<file path="src/source/rv_config.svh">
`ifndef RV_CONFIG_SVH
`define RV_CONFIG_SVH

// Address of the first fetch after reset
`define RV_RESET_PC 32'h0000_0000

// Architectural integer registers
`define RV_NUM_REGS 32

// addi x0, x0, 0
`define RV_NOP 32'h0000_0013

`endif

</file>
<file path="src/source/rv_pkg.sv">
package rv_pkg;

  typedef logic [31:0] data_t;
  typedef logic [31:0] addr_t;
  typedef logic [4:0]  reg_idx_t;

  // ALU operations
  typedef enum logic [3:0] {
    ALU_ADD,
    ALU_SUB,
    ALU_AND,
    ALU_OR,
    ALU_XOR,
    ALU_SLT,
    ALU_SLTU,
    ALU_SLL,
    ALU_SRL,
    ALU_SRA
  } alu_op_t;

  typedef enum logic {
    SRC_B_REG,
    SRC_B_IMM
  } alu_src_b_t;

  // Writeback value source
  typedef enum logic [1:0] {
    RESULT_ALU,
    RESULT_LOAD,
    RESULT_PC4
  } result_src_t;

  typedef enum logic [2:0] {
    BR_NONE,
    BR_BEQ,
    BR_BNE,
    BR_BLT,
    BR_BGE,
    BR_JAL
  } branch_t;

  typedef struct packed {
    logic  valid;
    addr_t pc;
    data_t instr;
  } if_to_id_t;

  typedef struct packed {
    logic        valid;
    addr_t       pc;
    data_t       rd1;
    data_t       rd2;
    data_t       imm_ext;
    reg_idx_t    rd;
    alu_op_t     alu_op;
    alu_src_b_t  alu_src_b;
    result_src_t result_src;
    branch_t     branch;
    logic        mem_write;
    logic        reg_write;
  } id_to_ex_t;

  typedef struct packed {
    logic        valid;
    data_t       alu_result;
    data_t       store_data;
    addr_t       pc_plus4;
    reg_idx_t    rd;
    result_src_t result_src;
    logic        mem_write;
    logic        reg_write;
  } ex_to_mem_t;

  // Execute back to fetch
  typedef struct packed {
    logic  taken;
    addr_t target;
  } redirect_t;

  typedef struct packed {
    logic  valid;
    logic  write;
    addr_t addr;
    data_t wdata;
  } dmem_req_t;

  typedef struct packed {
    logic     enable;
    reg_idx_t rd;
    data_t    value;
  } wb_t;

endpackage

</file>
<file path="src/source/alu.sv">
`timescale 1ns/1ps

module alu (
  input  rv_pkg::data_t   a,
  input  rv_pkg::data_t   b,
  input  rv_pkg::alu_op_t op,
  output rv_pkg::data_t   result,
  output logic            zero,
  output logic            less,
  output logic            less_u
);

  logic [4:0] shamt;

  assign shamt  = b[4:0];
  // Compare flags come straight from the operands
  assign less   = $signed(a) < $signed(b);
  assign less_u = a < b;
  assign zero   = (result == '0);

  always_comb begin
    case (op)
      rv_pkg::ALU_ADD:  result = a + b;
      rv_pkg::ALU_SUB:  result = a - b;
      rv_pkg::ALU_AND:  result = a & b;
      rv_pkg::ALU_OR:   result = a | b;
      rv_pkg::ALU_XOR:  result = a ^ b;
      rv_pkg::ALU_SLT:  result = {31'b0, less};
      rv_pkg::ALU_SLTU: result = {31'b0, less_u};
      rv_pkg::ALU_SLL:  result = a << shamt;
      rv_pkg::ALU_SRL:  result = a >> shamt;
      rv_pkg::ALU_SRA:  result = $signed(a) >>> shamt;
      default:          result = a + b;
    endcase
  end

endmodule

</file>
<file path="src/source/register_file.sv">
`timescale 1ns/1ps
`include "rv_config.svh"

module register_file (
  input  logic             clk,
  input  logic             reset,
  input  rv_pkg::reg_idx_t rs1_idx,
  input  rv_pkg::reg_idx_t rs2_idx,
  output rv_pkg::data_t    rs1_val,
  output rv_pkg::data_t    rs2_val,
  input  rv_pkg::wb_t      wb
);

  rv_pkg::data_t regs [`RV_NUM_REGS];

  // x0 reads zero and a same-cycle write passes straight through
  always_comb begin
    if (rs1_idx == 5'd0) begin
      rs1_val = '0;
    end else if (wb.enable && wb.rd == rs1_idx) begin
      rs1_val = wb.value;
    end else begin
      rs1_val = regs[rs1_idx];
    end
  end

  always_comb begin
    if (rs2_idx == 5'd0) begin
      rs2_val = '0;
    end else if (wb.enable && wb.rd == rs2_idx) begin
      rs2_val = wb.value;
    end else begin
      rs2_val = regs[rs2_idx];
    end
  end

  always_ff @(posedge clk) begin
    if (reset) begin
      for (int i = 0; i < `RV_NUM_REGS; i++) begin
        regs[i] <= '0;
      end
    end else if (wb.enable && wb.rd != 5'd0) begin
      regs[wb.rd] <= wb.value;
    end
  end

endmodule

</file>
<file path="src/source/fetch_stage.sv">
`timescale 1ns/1ps
`include "rv_config.svh"

module fetch_stage (
  input  logic              clk,
  input  logic              reset,
  input  rv_pkg::redirect_t redirect,
  output rv_pkg::addr_t     imem_addr,
  input  rv_pkg::data_t     imem_data,
  output rv_pkg::if_to_id_t if_to_id
);

  rv_pkg::addr_t pc;

  // Redirect target is fetched in the same cycle it arrives
  assign imem_addr = redirect.taken ? redirect.target : pc;

  always_ff @(posedge clk) begin
    if (reset) begin
      pc             <= `RV_RESET_PC;
      if_to_id.valid <= 1'b0;
    end else begin
      pc             <= imem_addr + 32'd4;
      if_to_id.valid <= 1'b1;
    end
    if_to_id.pc    <= imem_addr;
    if_to_id.instr <= imem_data;
  end

endmodule

</file>
<file path="src/source/decode_stage.sv">
`timescale 1ns/1ps
`include "rv_config.svh"

module decode_stage (
  input  logic              clk,
  input  logic              reset,
  input  rv_pkg::if_to_id_t if_to_id,
  input  logic              redirect_taken,
  output rv_pkg::reg_idx_t  rs1_idx,
  output rv_pkg::reg_idx_t  rs2_idx,
  input  rv_pkg::data_t     rs1_val,
  input  rv_pkg::data_t     rs2_val,
  output rv_pkg::id_to_ex_t id_to_ex
);

  localparam logic [6:0] OP_REG    = 7'b0110011;
  localparam logic [6:0] OP_IMM    = 7'b0010011;
  localparam logic [6:0] OP_LUI    = 7'b0110111;
  localparam logic [6:0] OP_LOAD   = 7'b0000011;
  localparam logic [6:0] OP_STORE  = 7'b0100011;
  localparam logic [6:0] OP_BRANCH = 7'b1100011;
  localparam logic [6:0] OP_JAL    = 7'b1101111;

  rv_pkg::data_t     instr;
  logic [6:0]        opcode;
  logic [2:0]        funct3;
  logic              alt;
  logic              supported;
  rv_pkg::alu_op_t   arith_op;
  rv_pkg::id_to_ex_t id_next;

  // Bubbles decode as a NOP
  assign instr   = if_to_id.valid ? if_to_id.instr : `RV_NOP;
  assign opcode  = instr[6:0];
  assign funct3  = instr[14:12];
  assign alt     = instr[30];
  // lui adds its immediate to x0
  assign rs1_idx = (opcode == OP_LUI) ? 5'd0 : instr[19:15];
  assign rs2_idx = instr[24:20];

  // Shared by register and immediate arithmetic
  always_comb begin
    case (funct3)
      3'b000:  arith_op = (alt && opcode == OP_REG) ? rv_pkg::ALU_SUB : rv_pkg::ALU_ADD;
      3'b001:  arith_op = rv_pkg::ALU_SLL;
      3'b010:  arith_op = rv_pkg::ALU_SLT;
      3'b011:  arith_op = rv_pkg::ALU_SLTU;
      3'b100:  arith_op = rv_pkg::ALU_XOR;
      3'b101:  arith_op = alt ? rv_pkg::ALU_SRA : rv_pkg::ALU_SRL;
      3'b110:  arith_op = rv_pkg::ALU_OR;
      default: arith_op = rv_pkg::ALU_AND;
    endcase
  end

  always_comb begin
    id_next           = '0;
    id_next.pc        = if_to_id.pc;
    id_next.rd1       = rs1_val;
    id_next.rd2       = rs2_val;
    id_next.rd        = instr[11:7];
    id_next.alu_op    = rv_pkg::ALU_ADD;
    id_next.alu_src_b = rv_pkg::SRC_B_IMM;
    supported         = 1'b1;
    case (opcode)
      OP_REG: begin
        id_next.alu_op    = arith_op;
        id_next.alu_src_b = rv_pkg::SRC_B_REG;
        id_next.reg_write = 1'b1;
      end
      OP_IMM: begin
        id_next.imm_ext   = {{20{instr[31]}}, instr[31:20]};
        id_next.alu_op    = arith_op;
        id_next.reg_write = 1'b1;
      end
      OP_LUI: begin
        id_next.imm_ext   = {instr[31:12], 12'b0};
        id_next.reg_write = 1'b1;
      end
      OP_LOAD: begin
        id_next.imm_ext    = {{20{instr[31]}}, instr[31:20]};
        id_next.result_src = rv_pkg::RESULT_LOAD;
        id_next.reg_write  = 1'b1;
        supported          = (funct3 == 3'b010);
      end
      OP_STORE: begin
        id_next.imm_ext   = {{20{instr[31]}}, instr[31:25], instr[11:7]};
        id_next.mem_write = 1'b1;
        supported         = (funct3 == 3'b010);
      end
      OP_BRANCH: begin
        id_next.imm_ext   = {{19{instr[31]}}, instr[31], instr[7], instr[30:25],
                             instr[11:8], 1'b0};
        id_next.alu_op    = rv_pkg::ALU_SUB;
        id_next.alu_src_b = rv_pkg::SRC_B_REG;
        case (funct3)
          3'b000:  id_next.branch = rv_pkg::BR_BEQ;
          3'b001:  id_next.branch = rv_pkg::BR_BNE;
          3'b100:  id_next.branch = rv_pkg::BR_BLT;
          3'b101:  id_next.branch = rv_pkg::BR_BGE;
          default: supported = 1'b0;
        endcase
      end
      OP_JAL: begin
        id_next.imm_ext    = {{11{instr[31]}}, instr[31], instr[19:12], instr[20],
                              instr[30:21], 1'b0};
        id_next.branch     = rv_pkg::BR_JAL;
        id_next.result_src = rv_pkg::RESULT_PC4;
        id_next.reg_write  = 1'b1;
      end
      default: supported = 1'b0;
    endcase
    // Wrong-path word behind a taken branch
    id_next.valid = if_to_id.valid && supported && !redirect_taken;
  end

  always_ff @(posedge clk) begin
    id_to_ex <= id_next;
    if (reset) begin
      id_to_ex.valid <= 1'b0;
    end
  end

endmodule

</file>
<file path="src/source/execute_stage.sv">
`timescale 1ns/1ps

module execute_stage (
  input  logic               clk,
  input  logic               reset,
  input  rv_pkg::id_to_ex_t  id_to_ex,
  output rv_pkg::ex_to_mem_t ex_to_mem,
  output rv_pkg::redirect_t  redirect
);

  rv_pkg::data_t alu_b;
  rv_pkg::data_t alu_result;
  rv_pkg::addr_t target;
  logic          zero;
  logic          less;
  logic          take;
  logic          live;

  always_comb begin
    case (id_to_ex.alu_src_b)
      rv_pkg::SRC_B_REG: alu_b = id_to_ex.rd2;
      default:           alu_b = id_to_ex.imm_ext;
    endcase
  end

  assign target = id_to_ex.pc + id_to_ex.imm_ext;

  alu u_alu (
    .a      (id_to_ex.rd1),
    .b      (alu_b),
    .op     (id_to_ex.alu_op),
    .result (alu_result),
    .zero   (zero),
    .less   (less),
    .less_u ()
  );

  // Branch outcome from the subtract flags
  always_comb begin
    case (id_to_ex.branch)
      rv_pkg::BR_BEQ: take = zero;
      rv_pkg::BR_BNE: take = !zero;
      rv_pkg::BR_BLT: take = less;
      rv_pkg::BR_BGE: take = !less;
      rv_pkg::BR_JAL: take = 1'b1;
      default:        take = 1'b0;
    endcase
  end

  // A redirect in flight means this one is on the wrong path
  assign live = id_to_ex.valid && !redirect.taken;

  always_ff @(posedge clk) begin
    ex_to_mem.valid      <= live;
    ex_to_mem.alu_result <= alu_result;
    ex_to_mem.store_data <= id_to_ex.rd2;
    ex_to_mem.pc_plus4   <= id_to_ex.pc + 32'd4;
    ex_to_mem.rd         <= id_to_ex.rd;
    ex_to_mem.result_src <= id_to_ex.result_src;
    ex_to_mem.mem_write  <= id_to_ex.mem_write;
    ex_to_mem.reg_write  <= id_to_ex.reg_write;
    redirect.taken       <= live && take;
    redirect.target      <= target;
    if (reset) begin
      ex_to_mem.valid <= 1'b0;
      redirect.taken  <= 1'b0;
    end
  end

endmodule

</file>
<file path="src/source/memory_stage.sv">
`timescale 1ns/1ps

module memory_stage (
  input  rv_pkg::ex_to_mem_t ex_to_mem,
  output rv_pkg::dmem_req_t  dmem_req,
  input  rv_pkg::data_t      dmem_rdata,
  output rv_pkg::wb_t        wb
);

  logic          is_load;
  rv_pkg::data_t wb_value;

  assign is_load = (ex_to_mem.result_src == rv_pkg::RESULT_LOAD);

  // One strobe per valid load or store, accepted at once
  always_comb begin
    dmem_req.valid = ex_to_mem.valid && (ex_to_mem.mem_write || is_load);
    dmem_req.write = ex_to_mem.mem_write;
    dmem_req.addr  = ex_to_mem.alu_result;
    dmem_req.wdata = ex_to_mem.store_data;
  end

  always_comb begin
    case (ex_to_mem.result_src)
      rv_pkg::RESULT_LOAD: wb_value = dmem_rdata;
      rv_pkg::RESULT_PC4:  wb_value = ex_to_mem.pc_plus4;
      default:             wb_value = ex_to_mem.alu_result;
    endcase
  end

  // Writes to x0 are dropped here
  always_comb begin
    wb.enable = ex_to_mem.valid && ex_to_mem.reg_write && (ex_to_mem.rd != 5'd0);
    wb.rd     = ex_to_mem.rd;
    wb.value  = wb_value;
  end

endmodule

</file>
<file path="src/source/rv_core.sv">
`timescale 1ns/1ps

module rv_core (
  input  logic              clk,
  input  logic              reset,
  output rv_pkg::addr_t     imem_addr,
  input  rv_pkg::data_t     imem_data,
  output rv_pkg::dmem_req_t dmem_req,
  input  rv_pkg::data_t     dmem_rdata
);

  rv_pkg::if_to_id_t  if_to_id;
  rv_pkg::id_to_ex_t  id_to_ex;
  rv_pkg::ex_to_mem_t ex_to_mem;
  rv_pkg::redirect_t  redirect;
  rv_pkg::wb_t        wb;
  rv_pkg::reg_idx_t   rs1_idx;
  rv_pkg::reg_idx_t   rs2_idx;
  rv_pkg::data_t      rs1_val;
  rv_pkg::data_t      rs2_val;

  fetch_stage u_fetch (
    .clk       (clk),
    .reset     (reset),
    .redirect  (redirect),
    .imem_addr (imem_addr),
    .imem_data (imem_data),
    .if_to_id  (if_to_id)
  );

  decode_stage u_decode (
    .clk            (clk),
    .reset          (reset),
    .if_to_id       (if_to_id),
    .redirect_taken (redirect.taken),
    .rs1_idx        (rs1_idx),
    .rs2_idx        (rs2_idx),
    .rs1_val        (rs1_val),
    .rs2_val        (rs2_val),
    .id_to_ex       (id_to_ex)
  );

  register_file u_regs (
    .clk     (clk),
    .reset   (reset),
    .rs1_idx (rs1_idx),
    .rs2_idx (rs2_idx),
    .rs1_val (rs1_val),
    .rs2_val (rs2_val),
    .wb      (wb)
  );

  execute_stage u_execute (
    .clk       (clk),
    .reset     (reset),
    .id_to_ex  (id_to_ex),
    .ex_to_mem (ex_to_mem),
    .redirect  (redirect)
  );

  memory_stage u_memory (
    .ex_to_mem  (ex_to_mem),
    .dmem_req   (dmem_req),
    .dmem_rdata (dmem_rdata),
    .wb         (wb)
  );

endmodule

</file>
<file path="config.mk">
export PLATFORM = sky130hd
export DESIGN_NAME = rv_core
export DESIGN_NICKNAME = d
export VERILOG_FILES = /design/src/source/rv_pkg.sv /design/src/source/alu.sv /design/src/source/register_file.sv /design/src/source/fetch_stage.sv /design/src/source/decode_stage.sv /design/src/source/execute_stage.sv /design/src/source/memory_stage.sv /design/src/source/rv_core.sv
export VERILOG_INCLUDE_DIRS = /design/src /design/src/source
export SDC_FILE = /design/constraint.sdc
export NUM_CORES = 2
export LEC_CHECK = 0
export BUFFER_PORTS_ARGS = -buffer_cell sky130_fd_sc_hd__buf_4
export CORE_ASPECT_RATIO = 1.25
export CORE_MARGIN = 2
export CORE_UTILIZATION = 50
export CTS_BUF_LIST = sky130_fd_sc_hd__clkbuf_16
export DETAILED_ROUTE_END_ITERATION = 10
export PLACE_DENSITY = 0.69
export SKIP_CTS_REPAIR_TIMING = 1
export SYNTH_ARGS = -nofsm -noshare
export SYNTH_HDL_FRONTEND = slang
export SYNTH_SLANG_ARGS = --single-unit
</file>
<file path="constraint.sdc">
create_clock -name clk -period 9.8 [get_ports clk]
set_input_delay 0.49 -clock clk [delete_from_list [all_inputs] [get_ports clk]]
set_output_delay 0.49 -clock clk [all_outputs]
set_load 0.01 [all_outputs]
</file>
After elaboration in Yosys (flattened, before gate mapping)
Memories as Yosys holds them, arrays and structs flattened.
Index checks and enable logic that the tools add are counted.
{"block": "totals", "reg_bits": 382, "ramBits": 1024, "in_bits": 66, "output_inout_bits": 98, "elab_cells": 130, "memories": 1}
{"block": "op_classes", "n_addsub": 5, "order_cmp": 2, "eq_ne": 31, "shifts": 3, "n_mux": 31, "bitwise_logic": 3, "reduce_logical": 28}
{"memory": "u_regs.regs", "depth": 32, "word_bits": 32, "rd": 2, "rd_clocked_by_memory_dff": 0, "write_ports": 32, "line_no": "register_file.sv:14", "text": "rv_pkg::data_t regs [`RV_NUM_REGS];"}
{"cell": "32-bit case mux with 9 select lines", "n": 1}
{"cell": "32-bit two-way mux", "n": 6}
{"cell": "32-bit case mux with 5 select lines", "n": 1}
{"cell": "32-bit by 3-bit adder with 32-bit output, second input constant", "n": 2}
{"cell": "32-bit adder", "n": 2}
{"cell": "32-bit < comparator", "n": 2}
{"cell": "32-bit case mux with 2 select lines", "n": 1}
{"cell": "32-bit AND", "n": 1}
{"cell": "32-bit logical NOT", "n": 1}
{"cell": "32-bit OR", "n": 1}
{"cell": "32-bit OR reduction", "n": 1}
{"cell": "32-bit by 5-bit << shifter with 32-bit output", "n": 1}
{"cell": "32-bit by 5-bit >> shifter with 32-bit output", "n": 1}
{"cell": "32-bit by 5-bit >>> shifter with 32-bit output", "n": 1}
{"cell": "32-bit subtractor", "n": 1}
{"cell": "32-bit XOR", "n": 1}
{"cell": "4-bit case mux with 7 select lines", "n": 1}
{"cell": "7-bit by 6-bit == test with 1-bit output, second input constant", "n": 3}
{"cell": "4-bit by 3-bit == test with 1-bit output, second input constant", "n": 4}
{"cell": "3-bit == test, second input constant", "n": 5}
{"cell": "7-bit == test, second input constant", "n": 2}
{"cell": "1-bit two-way mux", "n": 13}
{"cell": "3-bit by 2-bit == test with 1-bit output, second input constant", "n": 4}
{"cell": "3-bit case mux with 4 select lines", "n": 1}
{"cell": "24 further kinds", "n": 46}

Logic depth before layout (Yosys ltp)
{"block": "logic_depth", "depth_word": 8, "mapped_depth": 22, "depth_no_buf": 18}

Cells and area by module
From an unflattened synthesis, not the netlist that was laid out.
{"block": "unflattened", "cells_unflattened": 6589, "area_unflattened_um2": 78845.6}
{"module": "register_file", "instances": 1, "cells_per_inst": 3802, "area_per_inst_um2": 55061.6, "seq_area_each_um2": 30749.5}
{"module": "alu", "instances": 1, "cells_per_inst": 1471, "area_per_inst_um2": 9902.0, "seq_area_each_um2": 0.0}
{"module": "execute_stage", "instances": 1, "cells_per_inst": 531, "area_per_inst_um2": 5640.4, "seq_area_each_um2": 2782.7}
{"module": "decode_stage", "instances": 1, "cells_per_inst": 292, "area_per_inst_um2": 3776.1, "seq_area_each_um2": 2922.8}
{"module": "fetch_stage", "instances": 1, "cells_per_inst": 306, "area_per_inst_um2": 3299.4, "seq_area_each_um2": 1941.9}
{"module": "memory_stage", "instances": 1, "cells_per_inst": 187, "area_per_inst_um2": 1166.1, "seq_area_each_um2": 0.0}

Worst setup path before layout
No wires, ideal clock.
{"block": "synth_timing", "kind": "flip-flop to flip-flop", "start": "register, netlist name u_decode.id_to_ex[7]", "end": "register, netlist name u_execute.redirect[32]", "setup_ps": 127, "arrival_time_ps": 5801, "required_ps": 9673, "setup_slack_ps": 3872, "path_stages_with_launch": 23, "path_buffers": 7, "period_less_slack_ps": 5928, "cell_sequence": "dfxtp_1 -> buf_6 -> mux2i_4 -> buf_6 -> buf_2 -> buf_2 -> buf_2 -> buf_2 -> ha_1 -> buf_2 -> nor2b_1 -> o211a_1 -> o21a_2 -> a41oi_2 -> o211ai_1 -> a221o_1 -> a2111o_1 -> or4_1 -> nor4_1 -> nand4_1 -> or4_1 -> o31ai_1 -> or3b_1"}
{"block": "synth_via", "elab_chain_cells": 7, "word_cells_on_any_way": 17, "classes_between": "2 x add/sub; 2 x order compare; 3 x shift; 3 x mux; 3 x bitwise; 4 x reduce/logical"}
{"item": "32-bit two-way mux (*)", "line_no": "execute_stage.sv:20", "text": "case (id_to_ex.alu_src_b)"}
{"item": "32-bit adder (tied with other cells)", "line_no": "alu.sv:23, alu.sv:33"}
{"item": "32-bit case mux with 9 select lines (*)", "line_no": "alu.sv:22", "text": "case (op)"}
{"item": "via u_execute.alu_result[16]", "line_no": "execute_stage.sv:12", "text": "rv_pkg::data_t alu_result;"}
{"item": "32-bit logical NOT (*)", "line_no": "alu.sv:19", "text": "assign zero = (result == '0);"}
{"item": "1-bit logical NOT", "line_no": "execute_stage.sv:42", "text": "rv_pkg::BR_BNE: take = !zero;"}
{"item": "1-bit case mux with 5 select lines (*)", "line_no": "execute_stage.sv:40", "text": "case (id_to_ex.branch)"}
{"item": "1-bit logical AND (*)", "line_no": "execute_stage.sv:62", "text": "redirect.taken <= live && take;"}
The timed path passes the listed nets; every way through them passes the cells marked *.
A chain may end at the register's enable or synchronous reset.

Worst setup path in the final report
{"block": "layout_timing", "start": "register, netlist name u_decode.id_to_ex[7]", "end": "register, netlist name u_execute.redirect[32]"}
{"block": "layout_via", "elab_chain_cells": 7, "word_cells_on_any_way": 17, "classes_between": "2 x add/sub; 2 x order compare; 3 x shift; 3 x mux; 3 x bitwise; 4 x reduce/logical"}
{"item": "32-bit two-way mux (*)", "line_no": "execute_stage.sv:20"}
{"item": "32-bit adder (tied with other cells)", "line_no": "alu.sv:23, alu.sv:33"}
{"item": "32-bit case mux with 9 select lines", "line_no": "alu.sv:22"}
{"item": "32-bit logical NOT", "line_no": "alu.sv:19"}
{"item": "1-bit logical NOT", "line_no": "execute_stage.sv:42"}
{"item": "1-bit case mux with 5 select lines (*)", "line_no": "execute_stage.sv:40"}
{"item": "1-bit logical AND (*)", "line_no": "execute_stage.sv:62"}
Every way passes the cells marked *; elsewhere a longest branch is shown, timed or not.

==> results.tsv <==
stage	metric	value	unit
clock_network	Max clock buf depth	3	
clock_network	CTS tree	built	
flow_run	max-cap viol count	0	
routing	M1 WL	107000	um
final_layout	synthesis-to-finish area growth	10.3	%
status	outcome	finished clean	
grt	Congestion Overflow GR	0	
die	I/O pin count	164	
routing	Post-DRT Antenna Nets	0	
clock_network	clk sinks	1406	
routing	via count	65500	
die	Initial Util	0.503	
routing	1st-iter DRT viols	10500	
routing	met3 wire length	39800	um
sta	final count of hold timing violations	0	
grt	GRT Overall Usage	0.404	
sta	min Tclk post-route	7.25	ns
clock_network	latest clock arrival within the worst-skew pair	0.82	ns
sta	Setup Skew	0.0375	ns
critical_path	Max FO, Critical Path	34	
critical_path	crit path cell chain	buf_4, mux2i_2, buf_4, inv_2, buf_4, ha_1, a21oi_1, o211ai_1, a221oi_1, nor3_1, nor2_1, o21bai_1, a221o_1, a2111oi_0, nor4bb_1, nand4_1, or4_1, o31ai_1, or3b_1	
die	CORE AREA	150000	um^2
logic_synthesis	register area share after synthesis	0.509	
grt	largest net degree at the start of global routing	125	
critical_path	crit path DAT	7.95	ns
logic_synthesis	Yosys reg bits	1406	
logic_synthesis	Synth cell types	96	
final_layout	share of layout cells above drive strength 1	0.127	
logic_synthesis	leading post-synthesis cells by cell area	edfxtp_1, dfxtp_1, nor2_1	
clock_network	CTS Buf Count	145	
sta	period utilization	0.740	
critical_path	critical path class	reg -> reg	
place	PortBufs	163	
logic_synthesis	cell taking the most area after synthesis	edfxtp_1	
grt	first-pass GRT wire length	447000	um
critical_path	CP Buf/Inv Count	4	
grt	vias in the first global route	63000	
routing	met2 wire length	144000	um
sta	final setup fails	0	
critical_path	critical path's slowest cell	a221oi_1	
critical_path	reg2reg start	u_decode.id_to_ex[7]$_DFF_P_	
logic_synthesis	ys flop type	edfxtp_1	
sta	aggregate negative setup slack	0	ns
logic_synthesis	async set-reset flop share out of synthesis	0	
critical_path	Critical Path End Type	register	
routing	drt wl/cell	34.2	um
logic_synthesis	Post-synth EDFFs	1024	
die	Die ar.	154000	um^2
critical_path	Worst path top cell family by delay	compound AO/OA/AOI/OAI gates	
clock_network	CTS H-tree depth	4	
grt	initial antenna violation count	10	
sta	RSZ-0062 raised after global routing	no	
clock_network	Root Buffer	clkbuf_16	
pwr	PwrDens	181	nW/um^2
logic_synthesis	Mapped Cells	7339	
final_layout	Final Net Count	7364	
pwr	worst vdd ir	189	uV
logic_synthesis	Avg Inst Size Synth	10.3	um^2
critical_path	Crit path top cell by count	buf_4	
pwr	Lkg Pwr	0.0306	uW
sta	Final Max Tran Viols	0	
min_path	Tightest Hold Check Type	in -> reg	
routing	highest metal used	met5	
routing	Residual DRC	0	
clock_network	clk slew on worst S/H paths	0.07	ns
critical_path	CP peak stage delay	0.91	ns
critical_path	Setup crit start kind	register	
routing	DRT Pass-1 Iters	8	
logic_synthesis	Mapped Area	75400	um^2
critical_path	CP required	10.50	ns
place	gpl congestion	1.08	
routing	overall routed net length	318000	um
logic_synthesis	Synth warnings	0	
sta	Achievable Freq	0.138	GHz
die	Rows	159	
place	hpwl dp	206000	um
sta	Slew headroom	0.0753	
logic_synthesis	Synth top area share	0.408	
min_path	HP Start	reset	
critical_path	critical path startpoint	u_decode.id_to_ex[7]$_DFF_P_	
routing	vias per inst	7.05	
die	die span in x	351	um
sta	Worst Tran Pin Value	1.37	ns
pwr	total power	15100	uW
die	Die Ht	438	um
## power breakdown
part / switching (uW) / internal, uW / total, uW
combinational: 1940 / 823 / 2770
clock: 2440 / 2960 / 5400
sequential: 282 / 6640 / 6920
## kinds of logic (layout without fill, tap and decap cells)
kind of cell,Yosys count,after routing,share of synthesized area
AOI/OAI and AO/OA,1700,1700,0.155
adders and majority gates,136,136,0.0229
other,1,35,0.0000497
DFF,1406,1406,0.509
xor gates and xnor gates,99,99,0.0115
buffers and inverters,892,800,0.0487
muxes,646,646,0.115
and+or+nand+nor,2459,2459,0.138
## final timing paths
path | endpoint | slack (ns) | cells after the start
worst max-delay path | u_execute.redirect[32]$_SDFF_PP0_ | 2.55 | 19
worst min register to register | u_decode.id_to_ex[142]$_DFF_P_ | 0.32 | 0
worst min-delay path | u_fetch.pc[12]$_SDFF_PP0_ | 0.08 | 2
worst max register to register | u_execute.redirect[32]$_SDFF_PP0_ | 2.55 | 19
## worst reg2reg max path, stage by stage, from the launching register on
cell	delay [ns]
dfxtp_2	0.40
buf_4	0.60
mux2i_2	0.28
buf_4	0.40
inv_2	0.07
buf_4	0.26
ha_1	0.28
a21oi_1	0.26
o211ai_1	0.32
a221oi_1	0.91
nor3_1	0.33
nor2_1	0.26
o21bai_1	0.15
a221o_1	0.36
a2111oi_0	0.58
nor4bb_1	0.35
nand4_1	0.21
or4_1	0.53
o31ai_1	0.24
or3b_1	0.35
## metrics by stage
| stage | hold slack, ns | instances | area (um^2) | setup WS (ns) | util |
|---|---|---|---|---|---|
| CTS | -0.253 | 9258 | 82900 | 2.85 | 0.552 |
| floorplan | 0.310 | 7370 | 75500 | 3.87 | - |
| global route | 0.0728 | 9290 | 83200 | 2.23 | 0.555 |
| finish | 0.0829 | 9293 | 83200 | 2.55 | 0.555 |
| global placement | 0.310 | 8995 | 78300 | 2.89 | 0.522 |
| detailed placement | 0.312 | 8995 | 78300 | 2.87 | 0.522 |
## cells in the mapped netlist (131+ instances only)
library cell and instances:
dfxtp_1 382, mux2i_1 425, o32ai_1 131, ha_1 133, nand3_1 214, nor3_1 147, mux4_2 167, clkbuf_1 562
nor2_1 1264, nand2_1 577, o22ai_1 169, a211oi_1 295, o21ai_0 165, edfxtp_1 1024, inv_1 142, a21oi_1 380
## flip-flops by register name, summed over array words and instances, names as in the netlist
signal / flops
u_regs.regs: 1024
u_decode.id_to_ex: 146
u_execute.ex_to_mem: 106
u_fetch.if_to_id: 65
u_execute.redirect: 33
u_fetch.pc: 32
## placed cells by master (no fill, tap or decap), drive strengths merged, types with 133 or more instances in the layout
cell type,synthesis,routed
a211oi,295,295
a21oi,380,380
buf,182,357
clkbuf,562,148
dfxtp,382,382
edfxtp,1024,1024
ha,133,133
inv,146,194
mux2i,429,429
mux4,167,167
nand2,577,577
nand3,214,214
nor2,1266,1266
nor3,148,148
o21ai,166,166
o22ai,169,169
## routing by layer
metal | global-route usage | up-vias
met5 | 0 | -
met4 | 0.293 | 12
met3 | 0.101 | 1469
met2 | 0.633 | 5583
met1 | 0.482 | 31500
li1 | - | 26900
## final cells by class
cell class,count,area [um^2]
inverters,148,563
flip-flops and latches,1406,38400
clock inverters,115,822
repair buffers,389,3100
multi-input cells,5072,34100
fillers,12900,66800
diodes,3,7.51
clock buffers,148,3700
well taps,2012,2520
Power figures use the tool's default switching activity.
